**config.mk**
```make
export PLATFORM = sky130hd
export DESIGN_NAME = sa_top
export DESIGN_NICKNAME = d
export VERILOG_FILES = /design/src/source/sa_pkg.sv /design/src/source/pe_border.sv /design/src/source/pe_inner.sv /design/src/source/array_4.sv /design/src/source/array_ctrl.sv /design/src/source/sa_top.sv
export SDC_FILE = /design/constraint.sdc
export NUM_CORES = 1
export LEC_CHECK = 0
export ABC_AREA = 1
export BUFFER_PORTS_ARGS = -buffer_cell sky130_fd_sc_hd__buf_2
export CAP_MARGIN = 20
export CORE_MARGIN = 2
export CORE_UTILIZATION = 30
export DETAILED_ROUTE_END_ITERATION = 12
export PLACE_DENSITY = 0.51
export REMOVE_ABC_BUFFERS = 1
export SLEW_MARGIN = 10
export SYNTH_ARGS = -nofsm -noshare
export SYNTH_HDL_FRONTEND = slang
export SYNTH_SLANG_ARGS = --single-unit
```
**constraint.sdc**
```tcl
create_clock -name clk -period 4.8 [get_ports clk]
set_clock_uncertainty 0.05 [all_clocks]
set_input_delay 0.72 -clock clk [delete_from_list [all_inputs] [get_ports clk]]
set_output_delay 0.72 -clock clk [all_outputs]
set_load 0.005 [all_outputs]
```
**src/source/sa_pkg.sv**
```systemverilog
package sa_pkg;

    // array geometry.
    localparam int HEIGHT = 4;
    localparam int WIDTH  = 4;

    // input and weight width.
    localparam int IWIDTH = 4;

    // accumulator width. worst case sum is 15 * 15 * 4 = 900.
    localparam int OWIDTH = 12;

    // unary window, one cycle per input code.
    localparam int WINDOW = 2 ** IWIDTH;

    // start_i sampled to done_o high.
    localparam int LATENCY = WINDOW + WIDTH + HEIGHT + 1;

    // sequencer counter.
    localparam int CNT_WIDTH = $clog2(WINDOW + WIDTH);

    typedef logic [CNT_WIDTH-1:0] cnt_t;

    // compute phase: window, mac_done, then skew of the last column.
    localparam cnt_t WIN_CNT      = cnt_t'(WINDOW);
    localparam cnt_t COMPUTE_LAST = cnt_t'(WINDOW + WIDTH - 1);
    localparam cnt_t DRAIN_CNT    = cnt_t'(HEIGHT);

    typedef logic [OWIDTH-1:0] acc_t;

    typedef logic [HEIGHT-1:0][IWIDTH-1:0] ifm_vec_t;
    typedef logic [WIDTH-1:0][IWIDTH-1:0]  wght_row_t;
    typedef logic [WIDTH-1:0][OWIDTH-1:0]  ofm_vec_t;

    // strobes that move between elements together.
    typedef struct packed {
        logic en;
        logic clr;
        logic done;
    } pe_ctl_t;

    typedef enum logic [1:0] {
        PH_IDLE,
        PH_COMPUTE,
        PH_DRAIN
    } phase_t;

endpackage

```
**src/source/pe_border.sv**
```systemverilog
`timescale 1ns/10ps

module pe_border (
    input  logic                      clk,
    input  logic                      rst_i,
    input  sa_pkg::pe_ctl_t           row_ctl_i,
    input  logic [sa_pkg::IWIDTH-1:0] ifm_i,
    input  logic                      en_w_i,
    input  logic [sa_pkg::IWIDTH-1:0] wght_i,
    input  logic [sa_pkg::OWIDTH-1:0] sum_i,
    input  sa_pkg::pe_ctl_t           drain_ctl_i,
    output sa_pkg::pe_ctl_t           row_ctl_o,
    output logic                      ifm_bit_o,
    output logic                      en_w_o,
    output logic [sa_pkg::IWIDTH-1:0] wght_o,
    output logic [sa_pkg::OWIDTH-1:0] sum_o,
    output sa_pkg::pe_ctl_t           drain_ctl_o
);

    logic [sa_pkg::IWIDTH-1:0] ifm_q;
    logic [sa_pkg::IWIDTH-1:0] ifm_cur;
    logic [sa_pkg::IWIDTH-1:0] win_q;
    logic [sa_pkg::IWIDTH-1:0] win_cur;
    logic                      bit_now;

    logic [sa_pkg::IWIDTH-1:0] w_q;
    logic [sa_pkg::OWIDTH-1:0] acc_q;
    sa_pkg::acc_t              acc_base;
    sa_pkg::acc_t              addend;

    // first window cycle takes the fresh value and a zero count.
    assign ifm_cur = row_ctl_i.clr ? ifm_i : ifm_q;
    assign win_cur = row_ctl_i.clr ? '0 : win_q;

    // thermometer code, high for the first ifm cycles.
    assign bit_now = row_ctl_i.en && (win_cur < ifm_cur);

    assign acc_base = row_ctl_i.clr ? '0 : acc_q;
    assign addend   = bit_now ? sa_pkg::acc_t'(w_q) : '0;

    // weights shift down the column on a common enable.
    assign en_w_o = en_w_i;
    assign wght_o = w_q;

    always_ff @(posedge clk) begin
        if (row_ctl_i.en) begin
            ifm_q <= ifm_cur;
        end
    end

    always_ff @(posedge clk) begin
        if (rst_i) begin
            win_q <= '0;
        end else if (row_ctl_i.done) begin
            win_q <= '0;
        end else if (row_ctl_i.en) begin
            win_q <= win_cur + 1'b1;
        end
    end

    always_ff @(posedge clk) begin
        if (rst_i) begin
            w_q         <= '0;
            acc_q       <= '0;
            sum_o       <= '0;
            row_ctl_o   <= '0;
            ifm_bit_o   <= 1'b0;
            drain_ctl_o <= '0;
        end else begin
            if (en_w_i) begin
                w_q <= wght_i;
            end
            if (row_ctl_i.en) begin
                acc_q <= acc_base + addend;
            end
            // partial sum from below plus own product.
            if (drain_ctl_i.clr) begin
                sum_o <= '0;
            end else if (drain_ctl_i.en) begin
                sum_o <= acc_q + sum_i;
            end
            row_ctl_o   <= row_ctl_i;
            ifm_bit_o   <= bit_now;
            drain_ctl_o <= drain_ctl_i;
        end
    end

endmodule

```
**src/source/pe_inner.sv**
```systemverilog
`timescale 1ns/10ps

module pe_inner (
    input  logic                      clk,
    input  logic                      rst_i,
    input  sa_pkg::pe_ctl_t           row_ctl_i,
    input  logic                      ifm_bit_i,
    input  logic                      en_w_i,
    input  logic [sa_pkg::IWIDTH-1:0] wght_i,
    input  logic [sa_pkg::OWIDTH-1:0] sum_i,
    input  sa_pkg::pe_ctl_t           drain_ctl_i,
    output sa_pkg::pe_ctl_t           row_ctl_o,
    output logic                      ifm_bit_o,
    output logic                      en_w_o,
    output logic [sa_pkg::IWIDTH-1:0] wght_o,
    output logic [sa_pkg::OWIDTH-1:0] sum_o,
    output sa_pkg::pe_ctl_t           drain_ctl_o
);

    logic [sa_pkg::IWIDTH-1:0] w_q;
    logic [sa_pkg::OWIDTH-1:0] acc_q;
    sa_pkg::acc_t              acc_base;
    sa_pkg::acc_t              addend;

    assign acc_base = row_ctl_i.clr ? '0 : acc_q;

    // one unary bit adds the weight once.
    assign addend = ifm_bit_i ? sa_pkg::acc_t'(w_q) : '0;

    assign en_w_o = en_w_i;
    assign wght_o = w_q;

    always_ff @(posedge clk) begin
        if (rst_i) begin
            w_q         <= '0;
            acc_q       <= '0;
            sum_o       <= '0;
            row_ctl_o   <= '0;
            ifm_bit_o   <= 1'b0;
            drain_ctl_o <= '0;
        end else begin
            if (en_w_i) begin
                w_q <= wght_i;
            end
            if (row_ctl_i.en) begin
                acc_q <= acc_base + addend;
            end
            if (drain_ctl_i.clr) begin
                sum_o <= '0;
            end else if (drain_ctl_i.en) begin
                sum_o <= acc_q + sum_i;
            end
            // skew to the next column.
            row_ctl_o   <= row_ctl_i;
            ifm_bit_o   <= ifm_bit_i;
            drain_ctl_o <= drain_ctl_i;
        end
    end

endmodule

```
**src/source/array_4.sv**
```systemverilog
`timescale 1ns/10ps

module array_4 (
    input  logic                                  clk,
    input  logic                                  rst_i,
    input  sa_pkg::pe_ctl_t [sa_pkg::HEIGHT-1:0]  row_ctl_i,
    input  logic [sa_pkg::WIDTH-1:0]              en_w_i,
    input  sa_pkg::wght_row_t                     wght_i,
    input  sa_pkg::pe_ctl_t [sa_pkg::WIDTH-1:0]   col_ctl_i,
    input  sa_pkg::ifm_vec_t                      ifm_i,
    output sa_pkg::ofm_vec_t                      ofm_o
);

    // row direction, [row][column boundary].
    sa_pkg::pe_ctl_t row_x [sa_pkg::HEIGHT-1:0][sa_pkg::WIDTH:0];
    logic            bit_x [sa_pkg::HEIGHT-1:0][sa_pkg::WIDTH:1];

    // column direction, [column][row boundary].
    logic                      en_w_x  [sa_pkg::WIDTH-1:0][sa_pkg::HEIGHT:0];
    logic [sa_pkg::IWIDTH-1:0] wght_x  [sa_pkg::WIDTH-1:0][sa_pkg::HEIGHT:0];
    logic [sa_pkg::OWIDTH-1:0] sum_x   [sa_pkg::WIDTH-1:0][sa_pkg::HEIGHT:0];
    sa_pkg::pe_ctl_t           drain_x [sa_pkg::WIDTH-1:0][sa_pkg::HEIGHT:0];

    for (genvar h = 0; h < sa_pkg::HEIGHT; h++) begin : g_row_in
        assign row_x[h][0] = row_ctl_i[h];
    end

    for (genvar w = 0; w < sa_pkg::WIDTH; w++) begin : g_col_io
        assign en_w_x[w][0]             = en_w_i[w];
        assign wght_x[w][0]             = wght_i[w];
        // drain enters at the bottom with nothing below it.
        assign drain_x[w][sa_pkg::HEIGHT] = col_ctl_i[w];
        assign sum_x[w][sa_pkg::HEIGHT]   = '0;
        assign ofm_o[w]                   = sum_x[w][0];
    end

    for (genvar h = 0; h < sa_pkg::HEIGHT; h++) begin : g_row
        pe_border u_border (
            .clk         (clk),
            .rst_i       (rst_i),
            .row_ctl_i   (row_x[h][0]),
            .ifm_i       (ifm_i[h]),
            .en_w_i      (en_w_x[0][h]),
            .wght_i      (wght_x[0][h]),
            .sum_i       (sum_x[0][h+1]),
            .drain_ctl_i (drain_x[0][h+1]),
            .row_ctl_o   (row_x[h][1]),
            .ifm_bit_o   (bit_x[h][1]),
            .en_w_o      (en_w_x[0][h+1]),
            .wght_o      (wght_x[0][h+1]),
            .sum_o       (sum_x[0][h]),
            .drain_ctl_o (drain_x[0][h])
        );

        for (genvar w = 1; w < sa_pkg::WIDTH; w++) begin : g_col
            pe_inner u_inner (
                .clk         (clk),
                .rst_i       (rst_i),
                .row_ctl_i   (row_x[h][w]),
                .ifm_bit_i   (bit_x[h][w]),
                .en_w_i      (en_w_x[w][h]),
                .wght_i      (wght_x[w][h]),
                .sum_i       (sum_x[w][h+1]),
                .drain_ctl_i (drain_x[w][h+1]),
                .row_ctl_o   (row_x[h][w+1]),
                .ifm_bit_o   (bit_x[h][w+1]),
                .en_w_o      (en_w_x[w][h+1]),
                .wght_o      (wght_x[w][h+1]),
                .sum_o       (sum_x[w][h]),
                .drain_ctl_o (drain_x[w][h])
            );
        end
    end

endmodule

```
**src/source/array_ctrl.sv**
```systemverilog
`timescale 1ns/10ps

module array_ctrl (
    input  logic                                  clk,
    input  logic                                  rst_i,
    input  logic                                  wght_valid_i,
    input  logic                                  start_i,
    input  sa_pkg::ifm_vec_t                      ifm_i,
    output sa_pkg::pe_ctl_t [sa_pkg::HEIGHT-1:0]  row_ctl_o,
    output logic [sa_pkg::WIDTH-1:0]              en_w_o,
    output sa_pkg::pe_ctl_t [sa_pkg::WIDTH-1:0]   col_ctl_o,
    output sa_pkg::ifm_vec_t                      ifm_o,
    output logic                                  busy_o,
    output logic                                  done_o
);

    sa_pkg::phase_t  state_q;
    sa_pkg::cnt_t    cnt_q;
    sa_pkg::pe_ctl_t row_ctl;
    sa_pkg::pe_ctl_t col_ctl;
    logic            idle;

    assign idle   = (state_q == sa_pkg::PH_IDLE);
    assign busy_o = !idle;

    // weights only move while the array is idle.
    assign en_w_o = {sa_pkg::WIDTH{wght_valid_i && idle}};

    always_ff @(posedge clk) begin
        if (rst_i) begin
            state_q <= sa_pkg::PH_IDLE;
            cnt_q   <= '0;
            done_o  <= 1'b0;
        end else begin
            done_o <= 1'b0;
            case (state_q)
                sa_pkg::PH_IDLE: begin
                    if (start_i) begin
                        state_q <= sa_pkg::PH_COMPUTE;
                        cnt_q   <= '0;
                    end
                end
                sa_pkg::PH_COMPUTE: begin
                    // window, mac_done and the column skew.
                    if (cnt_q == sa_pkg::COMPUTE_LAST) begin
                        state_q <= sa_pkg::PH_DRAIN;
                        cnt_q   <= '0;
                    end else begin
                        cnt_q <= cnt_q + 1'b1;
                    end
                end
                sa_pkg::PH_DRAIN: begin
                    // one extra cycle for the top sum to settle.
                    if (cnt_q == sa_pkg::DRAIN_CNT) begin
                        state_q <= sa_pkg::PH_IDLE;
                        cnt_q   <= '0;
                        done_o  <= 1'b1;
                    end else begin
                        cnt_q <= cnt_q + 1'b1;
                    end
                end
                default: begin
                    state_q <= sa_pkg::PH_IDLE;
                end
            endcase
        end
    end

    // input vector held for the whole window.
    always_ff @(posedge clk) begin
        if (idle && start_i) begin
            ifm_o <= ifm_i;
        end
    end

    always_comb begin
        row_ctl = '0;
        col_ctl = '0;
        if (state_q == sa_pkg::PH_COMPUTE) begin
            row_ctl.en   = (cnt_q < sa_pkg::WIN_CNT);
            row_ctl.clr  = (cnt_q == '0);
            row_ctl.done = (cnt_q == sa_pkg::WIN_CNT);
        end
        if (state_q == sa_pkg::PH_DRAIN) begin
            col_ctl.en   = (cnt_q < sa_pkg::DRAIN_CNT);
            col_ctl.clr  = (cnt_q == '0);
        end
    end

    // all rows start together and all columns drain together.
    assign row_ctl_o = {sa_pkg::HEIGHT{row_ctl}};
    assign col_ctl_o = {sa_pkg::WIDTH{col_ctl}};

endmodule

```
**src/source/sa_top.sv**
```systemverilog
`timescale 1ns/10ps

module sa_top (
    input  logic              clk,
    input  logic              rst_i,
    input  logic              wght_valid_i,
    input  sa_pkg::wght_row_t wght_i,
    input  logic              start_i,
    input  sa_pkg::ifm_vec_t  ifm_i,
    output logic              busy_o,
    output logic              done_o,
    output sa_pkg::ofm_vec_t  ofm_o
);

    sa_pkg::pe_ctl_t [sa_pkg::HEIGHT-1:0] row_ctl;
    sa_pkg::pe_ctl_t [sa_pkg::WIDTH-1:0]  col_ctl;
    logic [sa_pkg::WIDTH-1:0]             en_w;
    sa_pkg::ifm_vec_t                     ifm_q;

    array_ctrl u_ctrl (
        .clk          (clk),
        .rst_i        (rst_i),
        .wght_valid_i (wght_valid_i),
        .start_i      (start_i),
        .ifm_i        (ifm_i),
        .row_ctl_o    (row_ctl),
        .en_w_o       (en_w),
        .col_ctl_o    (col_ctl),
        .ifm_o        (ifm_q),
        .busy_o       (busy_o),
        .done_o       (done_o)
    );

    array_4 u_array (
        .clk       (clk),
        .rst_i     (rst_i),
        .row_ctl_i (row_ctl),
        .en_w_i    (en_w),
        .wght_i    (wght_i),
        .col_ctl_i (col_ctl),
        .ifm_i     (ifm_q),
        .ofm_o     (ofm_o)
    );

endmodule

```
* Word-level counts from Yosys, hierarchy flattened *
Cells that the tools add are included.

storage, ports and cells
  register bits = 528
  input bits = 36
  output and inout bits = 50
  word-level logic and storage cells = 204

cells by class
  $add $sub $neg = 33
  magnitude comparators = 6
  equality and inequality tests = 8
  multiplexer cells = 51
  bitwise logic cells = 1
  reduce and logical (&&, ||, !) cells = 18

operators with widths
  cell                 number
  $add 12x4->12        16
  $mux 12              16
  $add 12x12->12       12
  $mux 4               24
  $add 4x1->4 const B  4
  $lt 4x4->1           4
  $mux 5               3
  $pmux 5 s3           1
  $reduce_or 2->1      6
  $eq 5x5->1 const B   2
  $mux 2               4
  $logic_and 1x1->1    6
  $pmux 2 s3           1
  $add 5x1->5 const B  1
  $eq 5x3->1 const B   1
  $logic_not 5->1      1
  $lt 5x3->1 const B   1
  $lt 5x5->1 const B   1
  $ne 2x1->1 const B   2
  $mux 3               1
  $reduce_and 3->1     1
  $reduce_bool 3->1    1
  $eq 2x1->1 const B   1
  $eq 2x2->1 const B   1
  6 further kinds      6

* Depth between registers and ports, before layout *
  word-level depth = 7
  mapped depth = 28
  depth with buffers taken out = 26

* Hierarchy *
From an unflattened synthesis, not the netlist that was laid out.

second synthesis, totals
  cell total of the unflattened synthesis = 5886
  area, all modules = 39085.0 sq um

by module, submodules not included
  module                                            instances  cells each  area each (sq um)  seq. area each (sq um)
  pe_inner (u_array.g_row[0].g_col[3].u_inner ...)  7          347         2234.6             700.7
  pe_border (u_array.g_row[1].u_border ...)         2          394         2693.8             900.9
  pe_inner (u_array.g_row[0].g_col[1].u_inner ...)  2          351         2273.4             700.7
  pe_border (u_array.g_row[3].u_border)             1          392         2687.6             900.9
  pe_border (u_array.g_row[0].u_border)             1          391         2683.8             900.9
  pe_inner (u_array.g_row[3].g_col[3].u_inner)      1          346         2306.0             700.7
  pe_inner (u_array.g_row[3].g_col[1].u_inner)      1          352         2283.4             700.7
  pe_inner (u_array.g_row[3].g_col[2].u_inner)      1          349         2242.2             700.7
  array_ctrl                                        1          136         1301.2             640.6
  array_4                                           1          1           3.8                0.0

* Worst setup path before layout *
No wires, ideal clock.

  kind = register to register
  from = register u_ctrl.cnt_q[0]
  to = register u_array.g_row[1].u_border.acc_q[10] in the netlist's numbering
  setup time = 0.113 ns
  arrival = 3.539 ns
  required time = 4.637 ns
  path slack = 1.098 ns
  cell stages (with the launch flop) = 27
  path buffers = 3
  period minus slack after synthesis = 3.702 ns
  cell sequence = dfxtp_1 inv_1 ha_1 inv_2 nor2_1 nand3_2 buf_6 buf_6 buf_2 o21ai_2 ha_1 a211oi_1 nand2_1 nor2_1 ha_1 inv_1 fa_1 inv_1 nand3_1 nand2_1 nand2_1 nor2_1 nand3_1 nor2_1 nand2_1 nand2_1 nor2_1

on the way
  word-level cells in the longest chain between the ends = 7
  elaborated cells between the ends (all ways) = 10
  classes of those cells = 1 x add/sub; 2 x order compare; 5 x mux; 2 x reduce/logical

RTL lines
  what                       line                              text
  start, declared            array_ctrl.sv:18                  sa_pkg::cnt_t cnt_q;
  start signal, assigned     array_ctrl.sv:49                  cnt_q <= cnt_q + 1'b1;
  start signal, assigned     array_ctrl.sv:59                  cnt_q <= cnt_q + 1'b1;
  $logic_not 5->1            array_ctrl.sv:81                  row_ctl.clr = (cnt_q == '0);
  $mux 3 (*)                 array_ctrl.sv:79                  if (state_q == sa_pkg::PH_COMPUTE) begin
  $mux 4 (on tied branches)  pe_border.sv:33, pe_border.sv:32
  $lt 4x4->1                 pe_border.sv:36                   assign bit_now = row_ctl_i.en && (win_cur < ifm_cur);
  $logic_and 1x1->1          pe_border.sv:36
  $mux 4                     pe_border.sv:39                   assign addend = bit_now ? sa_pkg::acc_t'(w_q) : '0;
  $add 12x4->12              pe_border.sv:74                   acc_q <= acc_base + addend;
  end signal, assigned       pe_border.sv:74
  end, declared              pe_border.sv:27                   logic [sa_pkg::OWIDTH-1:0] acc_q;

Every way passes the cells marked *; elsewhere a longest branch is shown, timed or not.
A chain may end at the register's enable or synchronous reset.

* Worst setup path after layout *
  from = register u_ctrl.state_q[1]
  to = register u_array.g_row[1].u_border.acc_q[10] in the netlist's numbering

on the way
  word-level cells in the longest chain between the ends = 7
  elaborated cells between the ends (all ways) = 9
  classes of those cells = 1 x add/sub; 1 x order compare; 1 x eq/ne; 5 x mux; 1 x reduce/logical

RTL lines
  what                       line                              text
  start, declared            array_ctrl.sv:17                  sa_pkg::phase_t state_q;
  start signal, assigned     array_ctrl.sv:31                  state_q <= sa_pkg::PH_IDLE;
  start signal, assigned     array_ctrl.sv:39                  state_q <= sa_pkg::PH_COMPUTE;
  start signal, assigned     array_ctrl.sv:46                  state_q <= sa_pkg::PH_DRAIN;
  $eq 2x1->1 (*)             array_ctrl.sv:79
  $mux 3 (*)                 array_ctrl.sv:79
  $mux 4 (on tied branches)  pe_border.sv:33, pe_border.sv:32
  $lt 4x4->1                 pe_border.sv:36
  $logic_and 1x1->1          pe_border.sv:36
  $mux 4                     pe_border.sv:39
  $add 12x4->12              pe_border.sv:74

Marked as above.

==> results.json <==
{
  "p_leak_nw": 16.62,
  "grt_start_max_net_pins": 89,
  "fmax_ghz": 0.2372,
  "crit_top_cell": "nand2_1",
  "p_sw_mw": 4.594,
  "cpMaxStageDelayCell": "a211oi_1",
  "syn_area_mm2": 0.03155,
  "slew-limit-headroom": 0.2827,
  "async_flop_share": 0,
  "cts_buffers": 66,
  "hp-class": "input port to register",
  "nNetsFinal": 5021,
  "boundaryPins": 86,
  "clk_latency_ns": 0.62,
  "power_frac_clock": 0.383,
  "vias_per_cell": 4.628,
  "cts_tree": "yes",
  "stdcell_area_mm2": 0.03565,
  "synth_edf_count": 32,
  "ys_warn_count": 0,
  "swShare": 0.3354,
  "synth_cells": 4708,
  "fin_crit_ns": 4.216,
  "p_per_area_mw_per_mm2": 384.3,
  "vias": 28550,
  "final_cell_mix": "nand2_1, nor2_1, inv_1",
  "areaGrowthSynthToFinish_pct": 13.00,
  "cts-root-buf": "clkbuf_16",
  "slowest_delay_ns": 0.42,
  "instances_no_fill": 6169,
  "status": "finished, final reports clean",
  "die_height_um": 328.3,
  "pwr-share-comb": 0.226,
  "drv_cap": 0,
  "drive_above_1_share": 0.06287,
  "worstMarginPinSlew_ns": 1.075,
  "start_util": 0.3035,
  "rsz0062_at_grt": "no",
  "end_kind": "register",
  "grt_pass1_vias": 27230,
  "clkTransAtPathRegs_ns": 0.06,
  "dp_hpwl_um": 64980,
  "hold_viol_final": 0,
  "place_area_mm2": 0.03335,
  "ant_nets": 0,
  "cts_resized": 0,
  "postSynthAreaPerCell_um2": 6.701,
  "antenna_found_initial": 2,
  "ys_ff_latch": 528,
  "htree_levels": 3,
  "cts_setup_buffers": 0,
  "num_rows": 118,
  "placedCellCount": 6051,
  "grtUsageTotal": 0.1686,
  "setup_viol": 0,
  "cts_buffer_depth": 3,
  "die_w_um": 328.3,
  "arrival_ns": 4.68,
  "slew_viol_final": 0,
  "cts-hold-fix-buffers": 0,
  "final_common_cell": "nand2_1",
  "cts.sinks": 528,
  "ys_types": 45,
  "portBuffers": 85,
  "wire_per_inst_um": 14.79,
  "crit_buf_inv": 4,
  "core_area_mm2": 0.1039,
  "seq_power_share": 0.391,
  "crit_chain": "inv_1 -> ha_1 -> nand2_2 -> nor2_4 -> buf_4 -> or2_2 -> o21ai_2 -> ha_1 -> a211oi_1 -> nand2_1 -> nor2_1 -> ha_1 -> inv_1 -> fa_1 -> inv_1 -> nand3_1 -> nand2_1 -> nand2_1 -> nor2_1 -> nand3_1 -> nor2_1 -> nand2_1 -> nand2_1 -> nor2_1",
  "routed_wirelength_um": 91260,
  "overflow": 0,
  "fin_crit_sh": 0.8784,
  "synth_seq_area_share": 0.3452,
  "cp_top_family": "simple AND/OR/NAND/NOR gates",
  "grt_pass1_wl_um": 145900,
  "place.gp.congestion": 0.8637,
  "critical_path_required_ns": 5.27,
  "firstDrtPassIters": 6,
  "fp.dieArea_mm2": 0.1078,
  "critPathLaunchType": "register",
  "drtIter0Drc": 1683,
  "ir_worst_vdd_mv": 0.3814,
  "path_max_fanout": 20,
  "path_class": "register to register",
  "drcViolationCount": 0,
  "ys.flop_type": "dfxtp_1",
  "p_int_mw": 9.105
}
[final cells by class]
cell class                      count  area (µm²)
Clock inverter                     28       365.4
Multi-Input combinational cell   3300       17290
Sequential cell                   528       10900
Fill cell                       11330       68290
Tap cell                         1380        1727
Timing Repair Buffer              126       755.7
Clock buffer                       88        1906
Inverter                          718        2700
Antenna cell                        1       2.502
[synth_stat cells (16+ instances only)]
| cell | count | share of area |
|---|---|---|
| nand2_1 | 910 | 0.11 |
| nor2_1 | 788 | 0.094 |
| inv_1 | 704 | 0.084 |
| dfxtp_1 | 496 | 0.31 |
| a21oi_1 | 364 | 0.058 |
| o21ai_0 | 359 | 0.057 |
| nand3_1 | 267 | 0.042 |
| ha_1 | 217 | 0.086 |
| clkbuf_1 | 99 | 0.012 |
| xnor2_1 | 65 | 0.018 |
| nand4_1 | 61 | 0.012 |
| xor2_1 | 61 | 0.017 |
| nor3_1 | 42 | 0.0067 |
| buf_2 | 33 | 0.0052 |
| edfxtp_1 | 32 | 0.030 |
| fa_1 | 28 | 0.018 |
| buf_1 | 22 | 0.0026 |
| or2_2 | 16 | 0.0032 |
[registers in the layout (all words and copies together), names as in the netlist, 2 cells and up]
register                                 count
u_array.g_row.g_col.u_inner.sum_o          144
u_array.g_row.u_border.ifm_q                16
u_array.g_row.g_col.u_inner.ifm_bit_o        8
u_array.g_row.u_border.ifm_bit_o             4
u_array.g_row.u_border.acc_q                48
u_array.g_row.g_col.u_inner.drain_ctl_o      2
u_array.g_row.g_col.u_inner.row_ctl_o        4
u_array.g_row.u_border.sum_o                48
u_array.g_row.g_col.u_inner.wght_o          48
u_ctrl.cnt_q                                 5
u_array.g_row.u_border.row_ctl_o             2
u_ctrl.state_q                               2
u_array.g_row.u_border.wght_o               16
u_ctrl.ifm_o                                16
u_array.g_row.u_border.drain_ctl_o           4
u_array.g_row.g_col.u_inner.acc_q          144
u_array.g_row.u_border.win_q                16
[per-stage QoR]
step	utilization	setup slack [ns]	hold slack, ns	TNS, ns	power (mW)
6_report	0.3430	0.5837	0.2164	0	13.70
5_1_grt	0.3429	0.1109	0.1797	0	14.52
4_1_cts	0.3427	0.5614	0.1710	0	13.89
3_5_place_dp	0.3208	0.5857	0.3880	0	8.557
3_3_place_gp	0.3208	0.6492	0.3949	0	8.539
2_1_floorplan	-	-0.6474	0.3594	-43.41	7.365
[metal layers]
metal  global-route usage  share of wire
met1               0.2291           0.49
met2               0.2795           0.45
met3              0.02406          0.035
met4              0.04338          0.025
met5                    0       0.000077
[path summary, 6_finish.rpt]
check / startpoint / endpoint / slack [ns] / depth (start not counted)
worst max-delay path: u_ctrl.state_q[1]$_SDFFE_PP0P_ / u_array.g_row[1].u_border.acc_q[10]$_SDFFE_PP0P_ / 0.58 / 24
worst max register to register: u_ctrl.state_q[1]$_SDFFE_PP0P_ / u_array.g_row[1].u_border.acc_q[10]$_SDFFE_PP0P_ / 0.58 / 24
worst min-delay path: ifm_i[11] / u_ctrl.ifm_o[11]$_DFFE_PP_ / 0.22 / 1
worst min register to register: u_array.g_row[2].u_border.drain_ctl_o[1]$_SDFF_PP0_ / u_array.g_row[1].g_col[2].u_inner.drain_ctl_o[1]$_SDFF_PP0_ / 0.40 / 2
[cell families after synthesis]
| group | count (synthesis) | share of synthesized area |
|---|---|---|
| flip-flops | 528 | 0.3452 |
| buffers and inverters | 880 | 0.1073 |
| adder cells (fa/ha/maj) | 245 | 0.1038 |
| AND/OR/NAND/NOR | 2129 | 0.2763 |
| AO/OA/AOI/OAI | 800 | 0.1324 |
| XOR/XNOR | 126 | 0.03498 |
[power by group through the flow]
stage | Clock [mW] | Combinational, mW | Sequential (mW)
6_report | 5.25 | 3.09 | 5.36
5_1_grt | 5.56 | 3.54 | 5.41
4_1_cts | 5.41 | 3.12 | 5.36
3_5_place_dp | 0 | 3.11 | 5.45
3_3_place_gp | 0 | 3.09 | 5.45
2_1_floorplan | 0 | 2.02 | 5.35
Power figures use the tool's default switching activity.
